**config.mk**
```make
export PLATFORM = sky130hd
export DESIGN_NAME = sys_regs
export DESIGN_NICKNAME = d
export VERILOG_FILES = /design/src/mem_sys_pkg.sv /design/src/sys_regs.sv
export SDC_FILE = /design/constraint.sdc
export NUM_CORES = 1
export LEC_CHECK = 0
export ABC_AREA = 1
export BUFFER_PORTS_ARGS = -buffer_cell sky130_fd_sc_hd__buf_2
export CAP_MARGIN = 20
export CELL_PAD_IN_SITES_DETAIL_PLACEMENT = 1
export CELL_PAD_IN_SITES_GLOBAL_PLACEMENT = 1
export CORE_MARGIN = 4
export CORE_UTILIZATION = 40
export CTS_BUF_LIST = sky130_fd_sc_hd__clkbuf_2 sky130_fd_sc_hd__clkbuf_4 sky130_fd_sc_hd__clkbuf_8
export CTS_CLUSTER_DIAMETER = 120
export CTS_CLUSTER_SIZE = 24
export DETAILED_ROUTE_END_ITERATION = 7
export PLACE_DENSITY_LB_ADDON = 0.1
export SETUP_SLACK_MARGIN = 0.1
export SLEW_MARGIN = 30
export SYNTH_ARGS = -nofsm -noshare
export SYNTH_HDL_FRONTEND = slang
export SYNTH_SLANG_ARGS = --single-unit
```
**constraint.sdc**
```tcl
create_clock -name clk -period 2 [get_ports clk]
set_clock_uncertainty 0.05 [all_clocks]
set_input_delay 0.4 -clock clk [delete_from_list [all_inputs] [get_ports clk]]
set_output_delay 0.4 -clock clk [all_outputs]
set_load 0.02 [all_outputs]
```
**src/mem_sys_pkg.sv**
```systemverilog
// ==============================
// Shared types and constants for the memory system
// Holds the address map, register offsets and the packed
// bus structs used between the masters, arbiter, sequencer
// and SDRAM port. Import with a wildcard where needed
// ==============================

package mem_sys_pkg;

    // Address map, one base word per region
    localparam logic [31:0] RAM_BASE    = 32'h0000_0000;
    localparam logic [31:0] SDRAM_BASE  = 32'h1000_0000;
    localparam logic [31:0] SYSREG_BASE = 32'h4000_0000;

    // System register offsets within the SYSREG block
    localparam logic [31:0] REG_STATUS   = 32'h0000_0000;
    localparam logic [31:0] REG_CYCLE_LO = 32'h0000_0004;
    localparam logic [31:0] REG_CYCLE_HI = 32'h0000_0008;

    // One Wishbone master request, valid is cyc and stb together
    typedef struct packed {
        logic        valid;
        logic        we;
        logic [29:0] adr;
        logic [31:0] wdata;
        logic [3:0]  sel;
    } wb_req_t;

    typedef struct packed {
        logic        ack;
        logic [31:0] rdata;
    } wb_rsp_t;

    // Arbitrated request, src is 1 for the data bus
    typedef struct packed {
        logic        valid;
        logic        write;
        logic [31:0] addr;
        logic [31:0] wdata;
        logic [3:0]  wstrb;
        logic        src;
    } mem_req_t;

    typedef struct packed {
        logic        rd;
        logic        wr;
        logic [23:0] addr;
        logic [31:0] wdata;
    } sdram_cmd_t;

    typedef struct packed {
        logic [31:0] rdata;
        logic        busy;
        logic        rdata_valid;
    } sdram_rsp_t;

endpackage

```
**src/sys_regs.sv**
```systemverilog
// ==============================
// System status and cycle counter registers
// load_done arrives from another clock domain and goes
// through a three-stage synchroniser. Read is combinational
// on the word offset driven by the access sequencer
// ==============================

`timescale 1ns/1ps

module sys_regs import mem_sys_pkg::*; (
    input  logic        clk,
    input  logic        reset,
    input  logic        load_done,
    input  logic [7:0]  offset,
    output logic [31:0] rdata
);

    logic [2:0]  load_sync;
    logic        load_done_s;
    logic [63:0] cycle_count;

    // ==============================
    // Synchroniser and counter
    // ==============================

    always_ff @(posedge clk or posedge reset) begin
        if (reset) begin
            load_sync <= 3'b000;
        end else begin
            load_sync <= {load_sync[1:0], load_done};
        end
    end

    assign load_done_s = load_sync[2];

    // Free running, cleared only by reset
    always_ff @(posedge clk or posedge reset) begin
        if (reset) begin
            cycle_count <= 64'd0;
        end else begin
            cycle_count <= cycle_count + 64'd1;
        end
    end

    // ==============================
    // Read decode
    // ==============================

    always_comb begin
        case (offset)
            REG_STATUS[7:0]:   rdata = {30'd0, load_done_s, 1'b1};
            REG_CYCLE_LO[7:0]: rdata = cycle_count[31:0];
            REG_CYCLE_HI[7:0]: rdata = cycle_count[63:32];
            default:           rdata = 32'd0;
        endcase
    end

endmodule

```
; ---- Word level (Yosys, flattened, before mapping)
; Index checks and enable logic that the tools add are counted.
[word_totals]
ff_bits = 67
latchBits = 0
mem_bits_rw = 0
romBits = 0
output_inout_bits = 32
elab_cells = 7
memories = 0
[classes]
add_sub_neg = 1
n_mul = 0
div_mod_pow = 0
magnitude_cmp = 0
eq_ne = 2
shifts = 0
muxes = 1
n_bitwise = 0
reduce_logical = 1
[ops]
columns = cell, count
row1 = $pmux 32 s3, 1
row2 = $add 64x1->64 const B, 1
row3 = $eq 8x3->1 const B, 1
row4 = $eq 8x4->1 const B, 1
row5 = $logic_not 8->1, 1

; ---- Longest topological paths before layout
; Gate-level depths: netlist of run 1.
[depth]
ltp_word = 2
ltp_mapped = 10

; ---- Worst setup path after synthesis of run 1
; OpenSTA, ideal clock, no wires.
[synth_timing]
kind = in2out
startpoint = in offset[1]
endpoint = out rdata[10]
t_arrival_ns = 1.623
path_slack_ns = -0.073
cell_stages = 5
path_buffers = 1
path_cell_list = or2_1 -> nor2_1 -> nand3_1 -> clkbuf_1 -> o21ai_0
[synth_via]
elab_chain_cells = 2
elab_cells_between_ends = 4
[synth_lines]
columns = item, line
row1 = "start, declared", sys_regs.sv:14  ; input logic [7:0] offset,
row2 = $eq 8x4->1 (tied with other cells), sys_regs.sv:50  ; case (offset)
row3 = $pmux 32 s3 (*), sys_regs.sv:50
row4 = "end, declared", sys_regs.sv:15  ; output logic [31:0] rdata
; Mark *: on every way between the ends. The rest lies on a longest branch, timed or not.

; ---- Final worst setup path of run 1
[layout_timing]
startpoint = in offset[1]
endpoint = out rdata[0]
; The elaborated chain is that of the path after synthesis.

==> out/qor_table.md, run 1 <==
| Group | Quantity | Reported |
|:---|:---|:---|
| timing | Sum of negative setup slack | 0 ns |
| synthesis | Most common library cells after synthesis | nand2_1, nor2_1, dfrtp_1 |
| placed design | DP Worst Slack | -0.0762 ns |
| clock tree | Number of H-tree levels | 3 |
| synthesis | Proportion of register bits with asynchronous set or reset after synthesis | 100% |
| placed design | Detailed placement HPWL | 11500 µm |
| global routing | Global-route congestion overflow total | 0 |
| timing | Final worst slack | 0.00118 ns |
| synthesis | Average cell area after synthesis | 6.90 µm² |
| synthesis | Most common cell in the netlist | nand2_1 |
| routing | Wirelength per Cell | 18.3 µm |
| pwr | Pwr dens | 493 nW/µm² |
| floorplanning | I/O pin total | 43 |
| synthesis | Flip-flop and latch count after synthesis | 67 |
| synthesis | Synth area leaders | dfrtp_1, nand2_1, nor2_1 |
| global routing | Maximum number of pins on one net before global-route repair | 68 |
| placed design | Count of input and output buffers | 42 |
| routing | ANT nets after route | 0 |
| finish | Combined flip-flop and latch cell area | 1680 µm² |
| worst hold path | Worst Hold Class | in2async |
| timing | Final period demand of the worst path | 2.00 ns |
| synthesis | Cell area after synthesis | 4170 µm² |
| clock tree | Register clock-pin slew on the reported worst setup and hold paths | 0.08 ns |
| synthesis | Number of enable-type register cells in the synthesized netlist | 0 |
| timing | Setup repair after global routing missed its margin | true |
| critical path | Required time worst endpoint | 1.55 ns |
| clock tree | Clock tree from TritonCTS | built |
| timing | Fin. Hold Viols | 0 |
| critical path | Worst setup path class | in2out |
| finish | Fraction of layout instances using a drive strength above 1 | 19.6% |
| finish | Area of combinational cells with multiple inputs | 2460 µm² |
| synthesis | Fraction of synthesized cell area taken by the top area cell type | 40.2% |
| floorplanning | Core box area | 10200 µm² |
| finish | Number of nets in the finished design | 681 |
| timing | Fin crit share | 99.9% |
| placed design | Routability cong. | 0.898 |
| finish | Filler cell count | 1321 |
| floorplanning | Die outline area | 12100 µm² |
| routing | TritonRoute pass-1 iters | 4 |
| floorplanning | Starting density of the core | 40.8% |
| routing | Total length of routed wires | 14900 µm |
| synthesis | Dominant cell type by area after synthesis | dfrtp_1 |
| clock tree | Number of buffers added by the clock tree synthesis step | 9 |
| synthesis | Number of cells produced by synthesis | 605 |
| critical path | Arrival time of the worst setup path | 1.55 ns |
| status | Status | finished clean |
| floorplanning | DIE WIDTH | 110 µm |
| timing | Final number of max-transition violations | 0 |
| clock tree | Hold buffer count at CTS | 0 |
| routing | Detail-routed via count per cell | 5.17 |
| critical path | Sort of element at the end of the critical path | output pin |
| global routing | Total track usage | 25.2% |
| critical path | Highest fanout seen on the critical path | 5 |
| clock tree | Sink Count | 67 |
| timing | Slew @ Worst Pin | 0.395 ns |
| floorplanning | Std-Cell Rows | 37 |
| routing | Number of DRC markers after the initial detailed-route iteration | 187 |
| pwr | Worst-case vdd ir drop | 0.000268 V |
| timing | Maximum frequency from static timing analysis | 500 MHz |
| synthesis | Most frequently used flop master after synthesis | dfrtp_1 |
| synthesis | Syn Nets | 617 |
| pwr | Leakage power figure | 2.12 nW |
| synthesis | Yosys synthesis warning count | 0 |
| routing | DRC violation count after routing | 0 |
| global routing | Wire length of the first global-routing pass | 22900 µm |
| synthesis | Post-synthesis sequential area ratio | 40.2% |
| floorplanning | Chip Height | 110 µm |
| clock tree | Library cell used as clock root buffer | clkbuf_8 |
| timing | Worst slew margin relative to its limit | 73.6% |
| global routing | Antenna violations before repair | 0 |
| clock tree | Skew-Pair Late Insertion Delay | 0.36 ns |
| finish | Area growth from synthesis to final layout | 27.3% |
| synthesis | Cell variety after synth | 23 |
| global routing | Number of global-route vias before repair | 4384 |
| clock tree | Buffer levels on the longest clock path | 2 |
| flow run | Max-capacitance violation count | 0 |
| timing | Final number of setup-violating endpoints | 0 |
| routing | Total number of vias | 4184 |
| finish | Antenna diodes | 0 |
| critical path | Worst setup SP type | input port |
## routing by layer
layer	GRT usage, %	routed length [µm]	part of all wire, %
met1	33.4	6690	45
met3	3.44	628	4.2
met5	0	0	0
met2	42.8	7300	49
met4	7.92	246	1.7
## stage by stage
| step | util [%] | hold slack, ns | power (mW) | cells | cell area, µm² |
|---|---|---|---|---|---|
| global placement | 45.9 | 0.289 | 1.45 | 787 | 4700 |
| floorplan | - | 0.281 | 1.42 | 605 | 4230 |
| CTS | 48.7 | 0.0736 | 2.64 | 804 | 4980 |
| global route | 51.9 | 0.0745 | 2.70 | 810 | 5310 |
| finish | 51.9 | 0.0765 | 2.62 | 810 | 5310 |
| detailed placement | 45.9 | 0.286 | 1.45 | 787 | 4700 |
## layout by cell type (no fill, tap or decap), types with 2 or more instances in the layout
cell and instances:
nand2_1 195, clkbuf_8 10, dfrtp_1 67, nor2_4 7, nand2_2 12, buf_6 23
buf_12 3, o211ai_1 2, o22ai_4 10, o21ai_2 2, xnor2_1 3, buf_2 10
nand3b_1 2, inv_1 61, o22ai_2 7, nor2_8 2, o21ai_0 5, xor2_1 29
nor2_2 10, nor2_1 112, clkinv_2 3, clkinvlp_4 2, buf_4 21, nand4_1 10
nand2_4 3, nand3_1 29, o21ai_1 26
## cell type report
class | count | area share, %
multi-input cells | 469 | 46.3
flip-flops and latches | 67 | 31.6
repair buffers | 59 | 10.7
inverters | 63 | 4.52
well taps | 136 | 3.20
clock buffers | 11 | 2.73
clock inverters | 5 | 0.989
## logic make-up (layout without fill, tap and decap cells)
group | count (synthesis) | after routing | share of synthesized area, %
xor gates and xnor gates | 32 | 32 | 6.72
buffers and inverters | 69 | 138 | 6.27
DFF | 67 | 67 | 40.2
and+or+nand+nor | 384 | 384 | 39.7
AOI/OAI and AO/OA | 52 | 52 | 6.87
adders and majority gates | 1 | 1 | 0.300
## state kept, by name, summed over array words and instances (netlist names)
register,flops
cycle_count,64
load_sync,3
## power breakdown
group          internal (mW)  switching [mW]  total, mW
clock                  0.618           0.572       1.19
sequential              1.36        0.000929       1.36
combinational         0.0224          0.0490     0.0714
total                   2.00           0.622       2.62
## critical path, cell delays in order
cell	delay (ns)
buf_6	0.09
or2_4	0.27
nor2_4	0.12
nand3_4	0.13
buf_4	0.16
o211ai_1	0.21
buf_4	0.18
## worst paths after layout
kind / startpoint / end / cells after the start / slack [ns]
worst min-delay path: reset / cycle_count[22] / 3 / 0.08
max in group asynchronous: reset / cycle_count[3] / 3 / 1.51
min in group clk: load_done / load_sync[0] / 1 / 0.09
worst max register to register: cycle_count[4] / cycle_count[53] / 7 / 0.20
worst min register to register: load_sync[0] / load_sync[1] / 0 / 0.31
worst max-delay path: offset[1] / rdata[0] / 7 / 0.001
## timing repair
action | 4_1_cts | 5_1_grt
setup endpoints to repair | 32 | 41
resized for setup | 28 | 69
buffers inserted | 1 | 5
cloned | 0 | 1
pin swaps | 2 | 4
Note: power is estimated with default switching activity, not from simulation.
==> run 2: changes to the inputs <==
- ABC_AREA: 1 -> not set
- CORE_UTILIZATION: 40 -> 43
==> out/qor_table.md, run 2 <==
| Group | Quantity | Reported |
|:---|:---|:---|
| pwr | Pwr dens | 522 nW/µm² |
| synthesis | Most common library cells after synthesis | dfrtp_1, xnor2_1, nand3_1 |
| global routing | Grt met1 use | 38.5% |
| timing | Worst slew margin relative to its limit | 72.7% |
| synthesis | Syn Nets | 348 |
| global routing | Total track usage | 28.6% |
| finish | Max FFs per register | 64 |
| status | Status | finished with violations |
| synthesis | Cell variety after synth | 39 |
| placed design | DP Worst Slack | -0.212 ns |
| clock tree | Register clock-pin slew on the reported worst setup and hold paths | 0.09 ns |
| critical path | Count of cells along the worst register-to-register path | 8 |
| global routing | Most congested layer reported by global routing | met2 |
| synthesis | Number of enable-type register cells in the synthesized netlist | 0 |
| placed design | Routability cong. | 0.823 |
| critical path | Reg2Reg Setup Slack | -0.13 ns |
| finish | Most common cell after layout, fill and taps aside | buf_4 |
| global routing | Global-route congestion overflow total | 0 |
| timing | Final number of max-transition violations | 0 |
| synthesis | Cell area after synthesis | 3480 µm² |
| critical path | Critical path launch point | offset[7] |
| global routing | GR Util met3 | 4.36% |
| routing | ANT nets after route | 0 |
| pwr | Leakage power figure | 2.75 nW |
| placed design | Detailed placement HPWL | 8020 µm |
| routing | Wirelength per Cell | 28.5 µm |
| finish | Commonest cells after routing, fill and taps aside | buf_4, dfrtp_1, buf_6, xnor2_1 |
| clock tree | Library cell used as clock root buffer | clkbuf_8 |
| critical path | Worst setup SP type | input port |
| clock tree | Number of H-tree levels | 3 |
| floorplanning | Std-Cell Rows | 32 |
| critical path | Sort of element at the end of the critical path | output pin |
| timing | Final number of setup-violating endpoints | 51 |
| worst hold path | Worst Hold Class | in2async |
| synthesis | Flip-flop and latch count after synthesis | 67 |
| status | Violated checks | negative setup slack |
| pwr | Worst-case vdd ir drop | 0.000419 V |
| global routing | Antenna violations before repair | 0 |
| routing | Total length of routed wires | 16500 µm |
| floorplanning | Core box area | 7810 µm² |
| synthesis | Fraction of synthesized cell area taken by the top area cell type | 48.2% |
| timing | Final period demand of the worst path | 2.24 ns |
| timing | Setup repair after global routing missed its margin | true |
| clock tree | Clock tree from TritonCTS | built |
| flow run | Max-capacitance violation count | 0 |
| synthesis | Proportion of register bits with asynchronous set or reset after synthesis | 100% |
| routing | Detail-routed via count per cell | 6.20 |
| synthesis | Synth area leaders | dfrtp_1, xnor2_1, a22o_1 |
| floorplanning | I/O pin total | 43 |
| synthesis | Most frequently used flop master after synthesis | dfrtp_1 |
| clock tree | Skew-Pair Late Insertion Delay | 0.36 ns |
| routing | Total number of vias | 3576 |
| critical path | Worst setup path class | in2out |
| timing | Maximum frequency from static timing analysis | 446 MHz |
| floorplanning | Die outline area | 9600 µm² |
| synthesis | Dominant cell type by area after synthesis | dfrtp_1 |
| synthesis | Most common cell in the netlist | dfrtp_1 |
| timing | Fin. Hold Viols | 0 |
| finish | Antenna diodes | 0 |
| finish | Register name with the most flops | cycle_count |
| timing | Final worst slack | -0.244 ns |
| synthesis | Number of cells produced by synthesis | 336 |
| finish | Design area | 5530 µm² |
| clock tree | Number of buffers added by the clock tree synthesis step | 9 |
| floorplanning | DIE WIDTH | 98.0 µm |
| critical path | Highest fanout seen on the critical path | 15 |
| placed design | Count of input and output buffers | 42 |
| timing | Sum of negative setup slack | -6.90 ns |
| finish | Largest registers ranked by flip-flop count | cycle_count: 64 flops, load_sync: 3 flops |
| critical path | Required time worst endpoint | 1.55 ns |
| critical path | Arrival time of the worst setup path | 1.79 ns |
| global routing | Maximum number of pins on one net before global-route repair | 68 |
| clock tree | Sink Count | 67 |
| routing | DRC violation count after routing | 0 |
| placed design | Area after detailed placement | 4400 µm² |
| timing | Slew @ Worst Pin | 0.409 ns |
| routing | Number of DRC markers after the initial detailed-route iteration | 269 |
| global routing | Met2 Use GR | 46.3% |
| synthesis | Post-synthesis sequential area ratio | 48.2% |
| floorplanning | Starting density of the core | 44.6% |
| floorplanning | Chip Height | 98.0 µm |
| global routing | Number of global-route vias before repair | 3536 |
| critical path | R2r startpoint | cycle_count[1] |
| routing | TritonRoute pass-1 iters | 5 |
| critical path | Worst flop-to-flop path endpoint | cycle_count[50] |
| synthesis | Yosys synthesis warning count | 0 |
| finish | Area growth from synthesis to final layout | 58.9% |
| critical path | Worst setup path end | rdata[6] |
| global routing | Wire length of the first global-routing pass | 21100 µm |
| timing | Fin crit share | 112% |
| finish | Fraction of layout instances using a drive strength above 1 | 48.6% |
| clock tree | Buffer levels on the longest clock path | 2 |
| synthesis | Average cell area after synthesis | 10.4 µm² |
| finish | Number of nets in the finished design | 482 |
| timing | Final-layout worst hold slack | 0.0604 ns |
==> run 2: cell count changes after synthesis, moves of 12 or more <==
cell     change
nor2_1      -94
o21ai_1     -16
nand4_1     +12
a22o_1      +29
o22ai_1     -17
inv_1       -52
o21ai_0     -17
xnor2_1     +34
nand2_1    -176
==> run 2: logic make-up after synthesis <==
logic type                 after synthesis  synth area share (%)
adders and majority gates                1                 0.360
AOI/OAI and AO/OA                       33                  8.05
and+or+nand+nor                        146                  23.6
muxes                                    1                 0.288
buffers and inverters                   26                  3.70
DFF                                     67                  48.2
xor gates and xnor gates                62                  15.8
==> run 2: repair_timing <==
action,4_1_cts,5_1_grt
hold buffers,0,0
pin swaps,22,38
gates cloned,2,1
gates resized for setup,83,75
endpoints found under the setup margin,52,70
buffers inserted,5,18
==> run 2: layer usage <==
metal / wire length [µm] / part of all wire [%] / vias up
li1: - / - / 1469
met1: 6510 / 40 / 1857
met2: 8180 / 50 / 187
met3: 1090 / 6.6 / 63
met4: 670 / 4.1 / 0
met5: 0 / 0 / -
==> run 2: power by group <==
group / switching, mW / leakage, nW / internal, mW
sequential: 0.00111 / 0.912 / 1.36
combinational: 0.0465 / 1.71 / 0.0217
clock: 0.621 / 0.122 / 0.840
==> run 2: worst min-delay path by stage <==
| stage | cells after the start | from | slack (ns) | endpoint |
|---|---|---|---|---|
| after floorplan | 0 | load_sync[0] | 0.28 | load_sync[1] |
| after global placement | 0 | load_sync[1] | 0.28 | load_sync[2] |
| after detailed placement | 0 | load_sync[1] | 0.29 | load_sync[2] |
| after CTS | 3 | reset | 0.1 | cycle_count[2] |
| after global routing | 1 | load_done | 0.1 | load_sync[0] |
| final | 3 | reset | 0.06 | cycle_count[2] |
==> run 2: per-stage QoR <==
stage	utilization [%]	std cells	total power, mW
5_1_grt	70.8	577	2.95
3_3_place_gp	56.3	535	1.44
2_1_floorplan	-	336	1.41
3_5_place_dp	56.3	535	1.44
4_1_cts	64.4	558	2.81
6_report	70.8	577	2.89
==> run 2: final cells by class <==
type | count | area (µm²)
fill | 797 | 2280
inverter | 10 | 41.3
timing repair buffer | 139 | 1280
sequential | 67 | 1680
clock inverter | 3 | 67.6
tap | 102 | 128
multi-input combinational | 243 | 2150
clock buffer | 13 | 179
==> run 2: worst max-delay path, stage by stage <==
cell and delay [ns]:
buf_6 0.10, nor4_4 0.28, nand2_2 0.13, nor3b_4 0.24
buf_4 0.16, buf_12 0.14, a22o_1 0.20, buf_6 0.14
==> run 3: changes to the inputs <==
- CORE_UTILIZATION: 43 -> 47
- PLACE_DENSITY: not set -> 0.81
- PLACE_DENSITY_LB_ADDON: 0.1 -> not set
- clock period: 2 -> 2.1 ns (I/O delays scaled with it)
==> out/qor_table.md, run 3 (synthesis results as in run 2) <==
| Group | Quantity | Reported |
|:---|:---|:---|
| status | Status | finished with violations |
| status | Violated checks | negative setup slack |
| floorplanning | I/O pin total | 43 |
| critical path | Sort of element at the end of the critical path | output pin |
| routing | TritonRoute pass-1 iters | 6 |
| finish | Final design utilization | 71.4% |
| timing | Worst slew margin relative to its limit | 63.5% |
| timing | Fin. Hold Viols | 0 |
| timing | Setup repair after global routing missed its margin | true |
| finish | Filler cell count | 722 |
| pwr | Leakage power figure | 2.45 nW |
| finish | Commonest cells after routing, fill and taps aside | buf_4, dfrtp_1, buf_6, xnor2_1, a22o_1 |
| critical path | R2r startpoint | cycle_count[39] |
| clock tree | Buffer levels on the longest clock path | 2 |
| clock tree | Library cell used as clock root buffer | clkbuf_8 |
| global routing | Maximum number of pins on one net before global-route repair | 45 |
| finish | Area growth from synthesis to final layout | 48.0% |
| placed design | Detailed placement HPWL | 7900 µm |
| timing | Final period demand of the worst path | 2.41 ns |
| critical path | Highest cell delay on the worst timing path | 0.33 ns |
| global routing | Number of global-route vias before repair | 3713 |
| critical path | Worst flop-to-flop path endpoint | cycle_count[53] |
| clock tree | Clock tree from TritonCTS | built |
| clock tree | Number of H-tree levels | 3 |
| routing | Total number of vias | 3847 |
| placed design | DP Worst Slack | -0.179 ns |
| pwr | Tot Pwr | 2.75 mW |
| clock tree | Hold buffer count at CTS | 0 |
| finish | Max FFs per register | 64 |
| routing | DRC violation count after routing | 0 |
| routing | Total length of routed wires | 18400 µm |
| timing | Fin crit share | 115% |
| critical path | Highest fanout seen on the critical path | 15 |
| timing | Maximum frequency from static timing analysis | 415 MHz |
| floorplanning | Chip Height | 94.0 µm |
| placed design | Routability cong. | 0.816 |
| timing | Sum of negative setup slack | -7.73 ns |
| floorplanning | Starting density of the core | 48.2% |
| routing | Wirelength per Cell | 33.1 µm |
| critical path | Count of cells along the worst register-to-register path | 6 |
| timing | Slew @ Worst Pin | 0.546 ns |
| timing | Final worst slack | -0.313 ns |
| placed design | Count of input and output buffers | 42 |
| global routing | Global-route congestion overflow total | 0 |
| routing | Detail-routed via count per cell | 6.94 |
| finish | Final instance count without filler cells | 554 |
| critical path | Reg2Reg Setup Slack | -0.14 ns |
| critical path | Worst setup SP type | input port |
| timing | Final number of setup-violating endpoints | 42 |
| finish | Fraction of layout instances using a drive strength above 1 | 43.0% |
| flow run | Max-capacitance violation count | 0 |
| finish | Area of combinational cells with multiple inputs | 1950 µm² |
| critical path | Slowest cell on crit path | nor4_4 |
| timing | Final number of max-transition violations | 0 |
| placed design | DP Cell Count | 509 |
| clock tree | Skew-Pair Late Insertion Delay | 0.36 ns |
| global routing | Antenna violations before repair | 1 |
| global routing | Wire length of the first global-routing pass | 22800 µm |
| clock tree | Register clock-pin slew on the reported worst setup and hold paths | 0.08 ns |
| clock tree | Sink Count | 67 |
| finish | Largest registers ranked by flip-flop count | cycle_count: 64 flops, load_sync: 3 flops |
| clock tree | Number of buffers added by the clock tree synthesis step | 9 |
| finish | Number of nets in the finished design | 461 |
| finish | Register name with the most flops | cycle_count |
| worst hold path | Worst Hold Class | in2async |
| critical path | Ordered list of cells on the worst path | buf_8 -> nor4_4 -> nand2_2 -> nor3b_4 -> buf_4 -> buf_12 -> a22o_1 -> buf_6 |
| finish | Most common cell after layout, fill and taps aside | buf_4 |
| critical path | Required time worst endpoint | 1.63 ns |
| pwr | Pwr dens | 534 nW/µm² |
| floorplanning | Std-Cell Rows | 31 |
| finish | Combined flip-flop and latch cell area | 1690 µm² |
| global routing | Total track usage | 35.4% |
| pwr | Worst-case vdd ir drop | 0.000435 V |
| routing | Number of DRC markers after the initial detailed-route iteration | 427 |
| routing | ANT nets after route | 0 |
| floorplanning | Die outline area | 8840 µm² |
| floorplanning | DIE WIDTH | 94.0 µm |
| critical path | Arrival time of the worst setup path | 1.94 ns |
| critical path | Worst setup path class | in2out |
| floorplanning | Core box area | 7210 µm² |
-- run 3: changes by cell type in the layout (fill, tap and decap cells not counted), sizes merged --
cell    delta
buf       -22
clkbuf     +1
diode      +1
-- run 3: worst max-delay path: cells and delay by family --
family          cells  cell delay (ns)
simple gates        3             0.74
buf+inv             4             0.54
compound gates      1             0.23
-- run 3: layout make-up --
cell class              instances  share of cell area, %
multi-input cells             243                   37.8
flip-flops and latches         67                   32.8
repair buffers                118                   21.4
clock buffers                  13                   3.47
well taps                      99                   2.40
clock inverters                 3                   1.31
inverters                      10                  0.802
diodes                          1                 0.0486
-- run 3: repair_timing --
action,in CTS,in global routing
resized for setup,82,58
endpoints found under the setup margin,52,67
setup buffers,11,14
pin swaps,15,35
cloned,2,1
-- run 3: how the worst max path moves through the flow --
stage,start,slack [ns],to,depth (start not counted)
4_1_cts,offset[7],-0.11,rdata[31],8
6_report,offset[6],-0.31,rdata[14],8
3_5_place_dp,offset[7],-0.18,rdata[31],7
2_1_floorplan,offset[7],0.02,rdata[10],5
5_1_grt,offset[6],-0.37,rdata[5],8
3_3_place_gp,offset[7],-0.12,rdata[18],7
-- run 3: report_power, final --
group	total (mW)	internal, mW	switching, mW	leakage, nW
combinational	0.0672	0.0213	0.0459	1.42
clock	1.39	0.800	0.591	0.122
sequential	1.29	1.29	0.00139	0.903
-- run 3: through the flow --
step / area [µm²] / hold slack, ns
global route: 5150 / 0.0963
detailed placement: 4140 / 0.289
floorplan: 3500 / 0.281
CTS: 4790 / 0.0711
finish: 5150 / 0.0583
global placement: 4140 / 0.284
-- run 3: metal layers --
metal  global-route usage, %  share of wire [%]
met1                    44.4                 37
met2                    58.5                 46
met3                    7.69                9.0
met4                    15.3                7.9
met5                       0                  0
